===== src/include/cpu_defs.svh =====
`ifndef CPU_DEFS_SVH
`define CPU_DEFS_SVH

// Number of opcodes in the ISA, sets the opcode field width
`define CPU_NUM_OPS 16

`endif


===== src/verilog/isa_pkg.sv =====
`default_nettype none

`include "cpu_defs.svh"

package isa_pkg;

    localparam int DATA_W = 16;                      // Datapath width
    localparam int REG_W  = 4;                       // Sixteen architectural registers
    localparam int OP_W   = $clog2(`CPU_NUM_OPS);    // Opcode field width

    // Flag register bit positions
    localparam int FLAG_Z = 2;                       // Zero
    localparam int FLAG_V = 1;                       // Signed overflow
    localparam int FLAG_N = 0;                       // Negative

    typedef logic [DATA_W-1:0] word_t;               // Data word
    typedef logic [REG_W-1:0]  reg_idx_t;            // Register number
    typedef logic [2:0]        flags_t;              // {Z, V, N}

    typedef enum logic [OP_W-1:0] {
        ADD    = 4'h0,                               // Saturating add
        SUB    = 4'h1,                               // Saturating subtract
        XOR    = 4'h2,
        RED    = 4'h3,                               // Reduction add of bytes
        SLL    = 4'h4,
        SRA    = 4'h5,
        ROR    = 4'h6,
        PADDSB = 4'h7,                               // Nibble-wise saturating add
        LW     = 4'h8,
        SW     = 4'h9,
        LLB    = 4'hA,                               // Load low byte
        LHB    = 4'hB,                               // Load high byte
        B      = 4'hC,                               // Conditional branch
        BR     = 4'hD,                               // Branch to register
        PCS    = 4'hE,                               // Save PC
        HLT    = 4'hF
    } opcode_e;

endpackage

`default_nettype wire


===== src/verilog/pipe_pkg.sv =====
`default_nettype none

package pipe_pkg;
    import isa_pkg::*;

    // Operand source picked by forwarding
    typedef enum logic [1:0] {
        FWD_NONE  = 2'b00,                           // Use the ID/EX data
        FWD_EXMEM = 2'b01,                           // Result one instruction ahead
        FWD_MEMWB = 2'b10                            // Write-back value two ahead
    } fwd_sel_e;

    // ID/EX bundle, 72 bits
    typedef struct packed {
        logic     valid;
        word_t    rr1_data;                          // Source 1 value from decode
        word_t    rr2_data;                          // Source 2 value from decode
        word_t    imm_value;                         // Extended immediate
        reg_idx_t rr1_reg;
        reg_idx_t rr2_reg;
        reg_idx_t wr_reg;                            // Destination
        opcode_e  alu_op;
        logic     alu_src;                           // Operand B from immediate
        logic     mem_to_reg;                        // Write back load data
        logic     reg_write;
        logic     mem_write;
        logic     mem_read;
        logic     flag_enable;                       // Op may update flags
        logic     halt;
    } id_ex_t;

    // EX/MEM bundle, 50 bits
    typedef struct packed {
        logic     valid;
        reg_idx_t rr1_reg;
        reg_idx_t rr2_reg;
        word_t    alu_result;                        // Also the memory address
        word_t    store_data;                        // Forwarded rr2 value
        reg_idx_t wr_reg;
        logic     mem_write;
        logic     mem_to_reg;
        logic     reg_write;
        logic     halt;
        logic     mem_read;
    } ex_mem_t;

    // MEM/WB bundle, 23 bits
    typedef struct packed {
        logic     valid;
        reg_idx_t wr_reg;
        word_t    wb_data;                           // Load data or ALU result
        logic     reg_write;
        logic     halt;
    } mem_wb_t;

endpackage

`default_nettype wire


===== src/verilog/alu_arith.sv =====
`timescale 1ns/1ps
`default_nettype none

module alu_arith import isa_pkg::*; (
    input  word_t   a,                               // Operand A
    input  word_t   b,                               // Operand B or immediate
    input  opcode_e op,
    output word_t   result,
    output logic    ovf                              // Set when ADD/SUB saturates
);

    logic [DATA_W:0]   sum_ext;                      // Sign-extended sum
    logic [DATA_W:0]   diff_ext;                     // Sign-extended difference
    logic              sum_ovf;
    logic              diff_ovf;
    logic signed [9:0] red_sum;                      // Four signed bytes need 10 bits
    word_t             padd;

    // Clamp a 17-bit signed value to the 16-bit range
    function automatic word_t sat_word(input logic [DATA_W:0] s);
        if (s[DATA_W] != s[DATA_W-1]) begin
            return s[DATA_W] ? {1'b1, {(DATA_W-1){1'b0}}} : {1'b0, {(DATA_W-1){1'b1}}};
        end
        return s[DATA_W-1:0];
    endfunction

    // 4-bit signed add with saturation
    function automatic logic [3:0] sat_nib(input logic [3:0] x, input logic [3:0] y);
        logic [4:0] s;
        s = {x[3], x} + {y[3], y};
        if (s[4] != s[3]) begin
            return s[4] ? 4'h8 : 4'h7;               // Most negative or most positive
        end
        return s[3:0];
    endfunction

    assign sum_ext  = {a[DATA_W-1], a} + {b[DATA_W-1], b};
    assign diff_ext = {a[DATA_W-1], a} - {b[DATA_W-1], b};
    assign sum_ovf  = sum_ext[DATA_W] ^ sum_ext[DATA_W-1];   // Top two bits disagree
    assign diff_ovf = diff_ext[DATA_W] ^ diff_ext[DATA_W-1];

    // RED sums the two bytes of each operand as signed values
    assign red_sum = $signed(a[15:8]) + $signed(a[7:0]) + $signed(b[15:8]) + $signed(b[7:0]);

    assign padd = {sat_nib(a[15:12], b[15:12]), sat_nib(a[11:8], b[11:8]),
                   sat_nib(a[7:4], b[7:4]), sat_nib(a[3:0], b[3:0])};

    always_comb begin
        ovf    = 1'b0;
        result = '0;                                 // Shifts and control ops give 0
        case (op)
            ADD: begin
                result = sat_word(sum_ext);
                ovf    = sum_ovf;
            end
            SUB: begin
                result = sat_word(diff_ext);
                ovf    = diff_ovf;
            end
            XOR:     result = a ^ b;
            RED:     result = {{(DATA_W-10){red_sum[9]}}, red_sum};  // Sign extend
            PADDSB:  result = padd;
            LW, SW:  result = {a[DATA_W-1:1], 1'b0} + b;    // Word aligned base plus offset
            LLB:     result = {a[15:8], b[7:0]};            // Keep high byte
            LHB:     result = {b[7:0], a[7:0]};             // Keep low byte
            default: result = '0;
        endcase
    end

endmodule

`default_nettype wire


===== src/verilog/alu_shift.sv =====
`timescale 1ns/1ps
`default_nettype none

module alu_shift import isa_pkg::*; (
    input  word_t      a,                            // Value to shift
    input  logic [3:0] amount,                       // Shift distance 0..15
    input  opcode_e    op,
    output word_t      result
);

    logic [2*DATA_W-1:0] rot_ext;                    // Doubled word for rotate
    word_t               sll_res;
    word_t               sra_res;

    assign sll_res = a << amount;                    // Zero fill from the right
    assign sra_res = $signed(a) >>> amount;          // Sign fill from the left
    assign rot_ext = {a, a} >> amount;               // Low half is the rotated word

    always_comb begin
        case (op)
            SLL:     result = sll_res;
            SRA:     result = sra_res;
            ROR:     result = rot_ext[DATA_W-1:0];
            default: result = '0;                    // Not a shift op
        endcase
    end

endmodule

`default_nettype wire


===== src/verilog/forward_unit.sv =====
`timescale 1ns/1ps
`default_nettype none

module forward_unit import isa_pkg::*, pipe_pkg::*; (
    input  id_ex_t   id_ex,                          // Instruction entering EX
    input  ex_mem_t  ex_mem,                         // One instruction ahead
    input  mem_wb_t  mem_wb,                         // Two instructions ahead
    output fwd_sel_e fwd_sel_a,
    output fwd_sel_e fwd_sel_b,
    output word_t    fwd_data_a,
    output word_t    fwd_data_b
);

    // Choose the youngest writer of src, loads in EX/MEM have no data yet
    function automatic fwd_sel_e pick_src(input reg_idx_t src, input ex_mem_t em,
                                          input mem_wb_t mw);
        if (src == '0) begin
            return FWD_NONE;                         // R0 never forwards
        end
        if (em.valid && em.reg_write && !em.mem_read && em.wr_reg == src) begin
            return FWD_EXMEM;
        end
        if (mw.valid && mw.reg_write && mw.wr_reg == src) begin
            return FWD_MEMWB;
        end
        return FWD_NONE;
    endfunction

    // Value that goes with a select
    function automatic word_t pick_data(input fwd_sel_e sel, input ex_mem_t em,
                                        input mem_wb_t mw);
        case (sel)
            FWD_EXMEM: return em.alu_result;
            FWD_MEMWB: return mw.wb_data;
            default:   return '0;
        endcase
    endfunction

    assign fwd_sel_a  = pick_src(id_ex.rr1_reg, ex_mem, mem_wb);
    assign fwd_sel_b  = pick_src(id_ex.rr2_reg, ex_mem, mem_wb);
    assign fwd_data_a = pick_data(fwd_sel_a, ex_mem, mem_wb);
    assign fwd_data_b = pick_data(fwd_sel_b, ex_mem, mem_wb);

endmodule

`default_nettype wire


===== src/verilog/execute.sv =====
`timescale 1ns/1ps
`default_nettype none

module execute import isa_pkg::*, pipe_pkg::*; (
    input  logic     clk,
    input  logic     rst_n,
    input  logic     stall,                          // Hold all state
    input  id_ex_t   id_ex,                          // From ID/EX register
    input  fwd_sel_e fwd_sel_a,                      // From forwarding unit
    input  fwd_sel_e fwd_sel_b,
    input  word_t    fwd_data_a,
    input  word_t    fwd_data_b,
    output ex_mem_t  ex_mem,                         // EX/MEM register
    output flags_t   flags                           // {Z, V, N}
);

    word_t   op_a;
    word_t   op_b;
    word_t   store_data;
    word_t   arith_res;
    word_t   shift_res;
    word_t   alu_result;
    logic    arith_ovf;
    logic    is_shift;
    logic    vn_update;                              // Op writes V and N
    ex_mem_t ex_mem_next;

    // Operand A is forwarded or taken from decode
    assign op_a = (fwd_sel_a != FWD_NONE) ? fwd_data_a : id_ex.rr1_data;

    // Forwarded B wins over the immediate
    assign op_b = (fwd_sel_b != FWD_NONE) ? fwd_data_b :
                  (id_ex.alu_src ? id_ex.imm_value : id_ex.rr2_data);

    // Store data never takes the immediate
    assign store_data = (fwd_sel_b != FWD_NONE) ? fwd_data_b : id_ex.rr2_data;

    alu_arith u_alu_arith (
        .a      (op_a),
        .b      (op_b),
        .op     (id_ex.alu_op),
        .result (arith_res),
        .ovf    (arith_ovf)
    );

    alu_shift u_alu_shift (
        .a      (op_a),
        .amount (op_b[3:0]),                         // Low nibble of B is the distance
        .op     (id_ex.alu_op),
        .result (shift_res)
    );

    assign is_shift   = id_ex.alu_op inside {SLL, SRA, ROR};
    assign alu_result = is_shift ? shift_res : arith_res;
    assign vn_update  = id_ex.alu_op inside {ADD, SUB};

    always_comb begin
        ex_mem_next.valid      = id_ex.valid;
        ex_mem_next.rr1_reg    = id_ex.rr1_reg;
        ex_mem_next.rr2_reg    = id_ex.rr2_reg;
        ex_mem_next.alu_result = alu_result;
        ex_mem_next.store_data = store_data;
        ex_mem_next.wr_reg     = id_ex.wr_reg;
        ex_mem_next.mem_write  = id_ex.mem_write;
        ex_mem_next.mem_to_reg = id_ex.mem_to_reg;
        ex_mem_next.reg_write  = id_ex.reg_write;
        ex_mem_next.halt       = id_ex.halt;
        ex_mem_next.mem_read   = id_ex.mem_read;
    end

    always_ff @(posedge clk) begin
        if (!rst_n) begin
            ex_mem.valid <= 1'b0;                    // Payload left as is
            flags        <= '0;
        end else if (!stall) begin
            ex_mem <= ex_mem_next;
            if (id_ex.valid && id_ex.flag_enable) begin
                flags[FLAG_Z] <= (alu_result == '0);
                if (vn_update) begin
                    flags[FLAG_V] <= arith_ovf;
                    flags[FLAG_N] <= alu_result[DATA_W-1];  // Sign of result
                end
            end
        end
    end

endmodule

`default_nettype wire


===== src/verilog/mem_wb_stage.sv =====
`timescale 1ns/1ps
`default_nettype none

module mem_wb_stage import isa_pkg::*, pipe_pkg::*; (
    input  logic    clk,
    input  logic    rst_n,
    input  logic    stall,                           // Hold the register
    input  ex_mem_t ex_mem,                          // Memory stage bundle
    input  word_t   mem_rdata,                       // Load data for EX/MEM item
    output mem_wb_t mem_wb                           // Register write port
);

    word_t wb_data_next;

    // Loads write back memory data, everything else the ALU result
    assign wb_data_next = ex_mem.mem_to_reg ? mem_rdata : ex_mem.alu_result;

    always_ff @(posedge clk) begin
        if (!rst_n) begin
            mem_wb.valid <= 1'b0;
        end else if (!stall) begin
            mem_wb.valid     <= ex_mem.valid;
            mem_wb.wr_reg    <= ex_mem.wr_reg;
            mem_wb.wb_data   <= wb_data_next;
            mem_wb.reg_write <= ex_mem.reg_write;
            mem_wb.halt      <= ex_mem.halt;     // Halt reaches write-back
        end
    end

endmodule

`default_nettype wire


===== src/verilog/ex_pipeline.sv =====
`timescale 1ns/1ps
`default_nettype none

module ex_pipeline import isa_pkg::*, pipe_pkg::*; (
    input  logic    clk,
    input  logic    rst_n,
    input  logic    stall,                           // Common pipeline stall
    input  id_ex_t  id_ex,                           // Decode output
    input  word_t   mem_rdata,                       // Load data from memory
    output ex_mem_t ex_mem,                          // Memory request
    output mem_wb_t mem_wb,                          // Write-back port
    output flags_t  flags
);

    fwd_sel_e fwd_sel_a;
    fwd_sel_e fwd_sel_b;
    word_t    fwd_data_a;
    word_t    fwd_data_b;

    forward_unit u_forward_unit (
        .id_ex      (id_ex),
        .ex_mem     (ex_mem),                        // Registered stage outputs
        .mem_wb     (mem_wb),
        .fwd_sel_a  (fwd_sel_a),
        .fwd_sel_b  (fwd_sel_b),
        .fwd_data_a (fwd_data_a),
        .fwd_data_b (fwd_data_b)
    );

    execute u_execute (
        .clk        (clk),
        .rst_n      (rst_n),
        .stall      (stall),
        .id_ex      (id_ex),
        .fwd_sel_a  (fwd_sel_a),
        .fwd_sel_b  (fwd_sel_b),
        .fwd_data_a (fwd_data_a),
        .fwd_data_b (fwd_data_b),
        .ex_mem     (ex_mem),
        .flags      (flags)
    );

    mem_wb_stage u_mem_wb_stage (
        .clk       (clk),
        .rst_n     (rst_n),
        .stall     (stall),
        .ex_mem    (ex_mem),
        .mem_rdata (mem_rdata),
        .mem_wb    (mem_wb)
    );

endmodule

`default_nettype wire


===== config.mk =====
export PLATFORM = sky130hd
export DESIGN_NAME = ex_pipeline
export DESIGN_NICKNAME = d
export VERILOG_FILES = /design/src/verilog/isa_pkg.sv /design/src/verilog/pipe_pkg.sv /design/src/verilog/alu_arith.sv /design/src/verilog/alu_shift.sv /design/src/verilog/forward_unit.sv /design/src/verilog/execute.sv /design/src/verilog/mem_wb_stage.sv /design/src/verilog/ex_pipeline.sv
export VERILOG_INCLUDE_DIRS = /design/src /design/src/include
export SDC_FILE = /design/constraint.sdc
export NUM_CORES = 1
export LEC_CHECK = 0
export BUFFER_PORTS_ARGS = -buffer_cell sky130_fd_sc_hd__clkbuf_2
export CAP_MARGIN = 25
export CORE_ASPECT_RATIO = 1.1
export CORE_MARGIN = 2
export CORE_UTILIZATION = 50
export CTS_CLUSTER_DIAMETER = 40
export CTS_CLUSTER_SIZE = 20
export DETAILED_ROUTE_END_ITERATION = 16
export GPL_TIMING_DRIVEN = 0
export PLACE_DENSITY = 0.72
export SLEW_MARGIN = 10
export SYNTH_ARGS = -nofsm -noshare
export SYNTH_HDL_FRONTEND = slang
export SYNTH_SLANG_ARGS = --single-unit

===== constraint.sdc =====
create_clock -name clk -period 7.5 [get_ports clk]
set_input_delay 0.75 -clock clk [delete_from_list [all_inputs] [get_ports clk]]
set_output_delay 0.75 -clock clk [all_outputs]
set_load 0.03 [all_outputs]

Word level (Yosys, flattened, before mapping)
Cells that the tools add are included.
{"block": "classes", "n_addsub": 10, "eq_ne": 25, "shift": 3, "n_mux": 61, "n_bitwise": 4, "reduce_logical": 21}
{"cell": "$mux 16", "n": 12}
{"cell": "$pmux 16 s8", "n": 1}
{"cell": "$pmux 16 s2", "n": 2}
{"cell": "$mux 4", "n": 12}
{"cell": "$pmux 16 s3", "n": 1}
{"cell": "$shr 32x4->16", "n": 1}
{"cell": "$mux 2", "n": 12}
{"cell": "$add 4x4->5", "n": 4}
{"cell": "$mux 1", "n": 20}
{"cell": "$add 16x16->17", "n": 1}
{"cell": "$sub 16x16->17", "n": 1}
{"cell": "$add 16x16->16", "n": 1}
{"cell": "$eq 4x3->1 const B", "n": 4}
{"cell": "$eq 4x4->1", "n": 4}
{"cell": "$eq 4x4->1 const B", "n": 4}
{"cell": "$logic_not 16->1", "n": 1}
{"cell": "$shl 16x4->16", "n": 1}
{"cell": "$sshr 16x4->16", "n": 1}
{"cell": "$xor 16x16->16", "n": 1}
{"cell": "$logic_not 4->1", "n": 3}
{"cell": "$add 10x8->10", "n": 1}
{"cell": "$add 9x8->10", "n": 1}
{"cell": "$add 8x8->9", "n": 1}
{"cell": "$eq 4x2->1 const B", "n": 2}
{"cell": "other kinds (14)", "n": 32}
{"block": "totals", "register_bits": 76, "inputBits": 91, "output_inout_bits": 76, "elab_cells": 142}

Logic depth before layout (Yosys ltp)
{"block": "logic_depth", "ltp_word": 21, "depth_mapped": 29, "ltp_nobuf": 26}

Modules after synthesis
From an unflattened synthesis, not the netlist that was laid out.
{"block": "unflattened", "cells_unflattened": 1197, "area_unflattened_um2": 10224.8}
{"mod": "alu_arith", "n_inst": 1, "cells_per_inst": 563, "area_each_um2": 4092.7}
{"mod": "execute", "n_inst": 1, "cells_per_inst": 204, "area_each_um2": 2577.5}
{"mod": "alu_shift", "n_inst": 1, "cells_per_inst": 265, "area_each_um2": 1860.5}
{"mod": "mem_wb_stage", "n_inst": 1, "cells_per_inst": 44, "area_each_um2": 952.2}
{"mod": "forward_unit", "n_inst": 1, "cells_per_inst": 121, "area_each_um2": 742.0}

Worst setup path after synthesis
OpenSTA, ideal clock, no wires.
{"block": "synth_path", "path_kind": "input to register", "startpoint": "input id_ex[15] (netlist name)", "endpoint": "register u_execute.flags[2]", "setup_time_ns": 0.084, "t_arrival_ns": 6.437, "t_required_ns": 7.416, "path_slack_ns": 0.978, "path_stages": 23, "path_buffers": 3, "path_cell_list": "or3_1 > nor3b_1 > a21oi_1 > or3_1 > ha_1 > clkbuf_2 > a22oi_1 > o22a_1 > inv_1 > buf_1 > clkbuf_1 > fa_1 > fa_1 > ha_1 > a21o_1 > a21oi_1 > o21ai_0 > o41ai_1 > xor2_1 > nor2_1 > or4_4 > or4b_1 > o31ai_2"}
{"block": "synth_via", "elab_chain_cells": 19, "word_cells_on_any_way": 70}
{"item": "start: declaration", "line": "ex_pipeline.sv:8", "text": "input id_ex_t id_ex,"}
{"item": "$eq 4x4->1", "line": "forward_unit.sv:23", "text": "if (mw.valid && mw.reg_write && mw.wr_reg == src) begin"}
{"item": "$logic_and 1x1->1", "line": "forward_unit.sv:23"}
{"item": "$mux 1 (2 in series)", "line": "forward_unit.sv:23"}
{"item": "$mux 1", "line": "forward_unit.sv:20", "text": "if (em.valid && em.reg_write && !em.mem_read && em.wr_reg == src) begin"}
{"item": "$mux 2", "line": "forward_unit.sv:26", "text": "return FWD_NONE;"}
{"item": "$mux 2", "line": "forward_unit.sv:23"}
{"item": "$mux 2 *", "line": "forward_unit.sv:20"}
{"item": "$eq 2x2->1 / $eq 2x1->1 (equally long branches)", "line": "forward_unit.sv:32", "text": "case (sel)"}
{"item": "$pmux 16 s2", "line": "forward_unit.sv:32"}
{"item": "$mux 16 *", "line": "execute.sv:32", "text": "assign op_b = (fwd_sel_b != FWD_NONE) ? fwd_data_b :"}
{"item": "parallel branches: the longest is 6 deep, another holds $add 9x8->10"}
{"item": "$mux 16 *", "line": "execute.sv:54", "text": "assign alu_result = is_shift ? shift_res : arith_res;"}
{"item": "net u_execute.alu_result[8]", "line": "execute.sv:22", "text": "word_t alu_result;"}
{"item": "$logic_not 16->1 *", "line": "execute.sv:78", "text": "flags[FLAG_Z] <= (alu_result == '0);"}
{"item": "end signal: indexed assignment", "line": "execute.sv:78"}
{"item": "end signal: indexed assignment", "line": "execute.sv:80", "text": "flags[FLAG_V] <= arith_ovf;"}
{"item": "end signal: indexed assignment", "line": "execute.sv:81", "text": "flags[FLAG_N] <= alu_result[DATA_W-1];"}
{"item": "end: declaration", "line": "execute.sv:14", "text": "output flags_t flags"}
Mark *: on every way through the listed nets, which the timed path passes. The select of a mux whose other input is x is not followed.
A chain may end at the register's enable or synchronous reset.

Final worst setup path
{"block": "layout_path", "startpoint": "input id_ex[19] (netlist name)", "endpoint": "register u_execute.flags[2]"}
{"block": "layout_via", "elab_chain_cells": 19, "word_cells_on_any_way": 71}
{"item": "$eq 4x4->1", "line": "forward_unit.sv:23"}
{"item": "$logic_and 1x1->1", "line": "forward_unit.sv:23"}
{"item": "$mux 1 (2 in series)", "line": "forward_unit.sv:23"}
{"item": "$mux 1", "line": "forward_unit.sv:20"}
{"item": "$mux 2", "line": "forward_unit.sv:26"}
{"item": "$mux 2", "line": "forward_unit.sv:23"}
{"item": "$mux 2 *", "line": "forward_unit.sv:20"}
{"item": "$eq 2x2->1 / $eq 2x1->1 (equally long branches)", "line": "forward_unit.sv:32"}
{"item": "$pmux 16 s2", "line": "forward_unit.sv:32"}
{"item": "$mux 16 *", "line": "execute.sv:29", "text": "assign op_a = (fwd_sel_a != FWD_NONE) ? fwd_data_a : id_ex.rr1_data;"}
{"item": "parallel branches: the longest is 6 deep, another holds $add 9x8->10"}
{"item": "$mux 16 *", "line": "execute.sv:54"}
{"item": "net u_execute.alu_result[14]", "line": "execute.sv:22"}
{"item": "$logic_not 16->1 *", "line": "execute.sv:78"}
Marked as above.

==> flow_summary.yaml <==
run_status:
  status: "finished, final reports clean"
hold_path:
  holdCritPathClass: "flip-flop to flip-flop"
logic_synthesis:
  ys.flop_type: "edfxtp_1"
  yosys.area.top_type: "edfxtp_1"
  synth_edf_count: 71
  yosysWarnings: 0
  async_reset_ff_share_pct: 0
  syn_inst: 1216
  synth_seq_area_share_pct: 22.4
  syn_nets: 1378
  synth_area_leaders: "edfxtp_1 (21%), ha_1 (6.0%), mux2i_1 (4.9%)"
  synth_cell_type_count: 88
  post-synth-top-count-cell: "nand2_1"
  synth_area_sq_um: 9980
  syn_area_per_cell_sq_um: 8.21
  synth_top_area_share_pct: 21.4
  ys_ff_latch: 76
  ys_top_cells_by_count: "nand2_1 (101), nor2_1 (100), o21ai_0 (87), a21oi_1 (78), edfxtp_1 (71)"
worst_setup_path:
  worstPathRequired_ns: 7.75
  critPathLaunchType: "input port"
  max_stage_delay_ns: 0.63
  crit_slowest_cell: "o21ai_1"
  cp_data_arrival_time_ns: 7.70
  cp-end-kind: "flip-flop"
  cp_max_fo: 8
  worst-path-buf-inv: 6
  critPathTopFamily: "simple AND/OR/NAND/NOR gates"
  worst-setup-path-type: "input port to flip-flop"
floorplan:
  die_h_microns: 152
  io_pins: 167
  coreArea_sq_um: 19700
  initial_core_util_pct: 50.6
  die_x_microns: 139
  die-area_sq_um: 21100
  rows: 54
placement:
  dpl.hpwl_microns: 37000
  routabilityCongestion: 1.06
  io_buffer_count: 165
drt:
  num_vias: 11400
  via_per_inst: 6.88
  drt_pass1_iterations: 6
  wl_microns: 45500
  remaining_drc_errors: 0
  ant_nets: 0
  routedWlPerCell_microns: 27.4
  drt_iter0_drc: 1581
clock_network:
  cts_inserted_buffers: 9
  cts_buffer_depth: 2
  clkLatencyLatePin_ns: 0.34
  cts.reportedPaths.clkPinSlew_ns: 0.06
  cts_tree: "done"
  ctsHtreeMaxLevel: 3
  clock-sinks: 76
  cts_root_buf: "clkbuf_16"
cells_and_area:
  drive_gt1_share_pct: 21.8
  antenna_cells: 0
  areaGrowthSynthToFinish_pct: 17.2
  layout.nets: 1564
timing:
  layout_min_cycle_time_ns: 7.45
  worstMarginPinSlew_ns: 1.09
  period_share_pct: 99.3
  fin_skew_ns: 0.00837
  rsz0062_at_grt: "false"
  hold_viol_final: 0
  setup_viol: 0
  report.final.slew_viol_count: 0
  fmax_mhz: 134
  hold_ws_ns: 0.494
  slew_headroom_pct: 26.5
grt:
  grt_pass1_wl_microns: 66900
  grt_pass1_vias: 10900
  grtUsageTotal_pct: 41.6
  antenna_found_initial: 0
  gr-total-overflow: 0
  grt_max_degree: 34
power_and_ir_drop:
  ir_worst_vdd_mv: 0.171
  p_leak_nw: 4.81
  total_power_mw: 2.08
  p_per_area_nw_per_um2: 178
job:
  drv_cap: 0
## routing by layer
metal  up-vias  global-route usage (%)  wire [microns]
li1       4962                       -               -
met1      5366                    52.4           16600
met2       900                    66.1           20000
met3       188                    8.89            5530
met4         0                    24.0            3230
met5         -                       0               0
## per-stage QoR
step | std cells | utilization [%] | area (sq um) | setup slack [ns] | setup TNS (ns)
floorplan | 1216 | - | 9980 | 0.978 | 0
detailed placement | 1642 | 56.9 | 11200 | -0.929 | -4.64
global route | 1659 | 59.3 | 11700 | 0.0152 | 0
finish | 1659 | 59.3 | 11700 | 0.0527 | 0
global placement | 1633 | 56.4 | 11100 | -1.34 | -8.01
CTS | 1655 | 58.5 | 11500 | 0.000787 | 0
## repair_timing
item | CTS | global route
gates resized for setup | 13 | 27
pin swaps | 0 | 1
hold buffers | 0 | 0
endpoints found under the hold margin | 0 | 0
buffers inserted | 0 | 7
setup endpoints to repair | 5 | 3
## cell usage in the layout (no fill, tap or decap), types with 11 or more instances in the layout
| master | count |
|---|---|
| clkbuf_1 | 33 |
| nor3_1 | 28 |
| ha_1 | 48 |
| o21a_1 | 12 |
| mux2i_1 | 49 |
| o221ai_1 | 12 |
| buf_2 | 19 |
| xnor2_1 | 47 |
| nand3_1 | 27 |
| or3_1 | 16 |
| buf_4 | 15 |
| a211oi_1 | 16 |
| clkbuf_2 | 171 |
| mux2_2 | 31 |
| nor2_1 | 100 |
| a21oi_1 | 76 |
| nand4_1 | 12 |
| nor2b_1 | 23 |
| a221oi_1 | 12 |
| edfxtp_1 | 71 |
| fa_1 | 23 |
| o211ai_1 | 12 |
| o22ai_1 | 26 |
| o21ai_0 | 82 |
| a22oi_1 | 34 |
| o31ai_1 | 11 |
| nand2_1 | 100 |
| a21o_1 | 16 |
| inv_1 | 56 |
## cells by family (layout without fill, tap and decap cells)
family	Yosys count	after routing	synth area share, %
buffers and inverters	137	328	5.91
multiplexers	84	84	9.32
adder cells (fa/ha/maj)	71	71	10.6
XOR/XNOR	57	57	5.00
AND/OR/NAND/NOR	377	377	18.5
flip-flops	76	76	22.4
AO/OA/AOI/OAI	414	414	28.3
## layout make-up
| class | instances | area, sq um |
|---|---|---|
| plain buffers | 69 | 345 |
| clock buffers | 10 | 239 |
| clock inverters | 6 | 70.1 |
| fillers | 1807 | 8030 |
| inverters | 62 | 239 |
| multi-input cells | 1003 | 7290 |
| flip-flops and latches | 76 | 2230 |
| well taps | 252 | 315 |
| repair buffers | 181 | 970 |
## registers in the layout, summed over array words and instances (netlist names)
name                   cells
u_execute.ex_mem          50
u_execute.flags            3
u_mem_wb_stage.mem_wb     23
## report_power, final
group / switching (mW) / internal, mW
registers: 0.0224 / 0.500
clock network: 0.180 / 0.269
logic: 0.727 / 0.382
## path summary, 6_finish.rpt
check | start | endpoint | slack (ns) | cells past startpoint
hold / removal | u_execute.ex_mem[2] | u_mem_wb_stage.mem_wb[1] | 0.49 | 0
setup / recovery | id_ex[19] | u_execute.flags[2] | 0.05 | 28
setup reg to reg | u_execute.ex_mem[6] | u_execute.flags[2] | 0.12 | 27
hold reg to reg | u_execute.ex_mem[2] | u_mem_wb_stage.mem_wb[1] | 0.49 | 0
No activity file was read; power rests on OpenSTA's default activity.
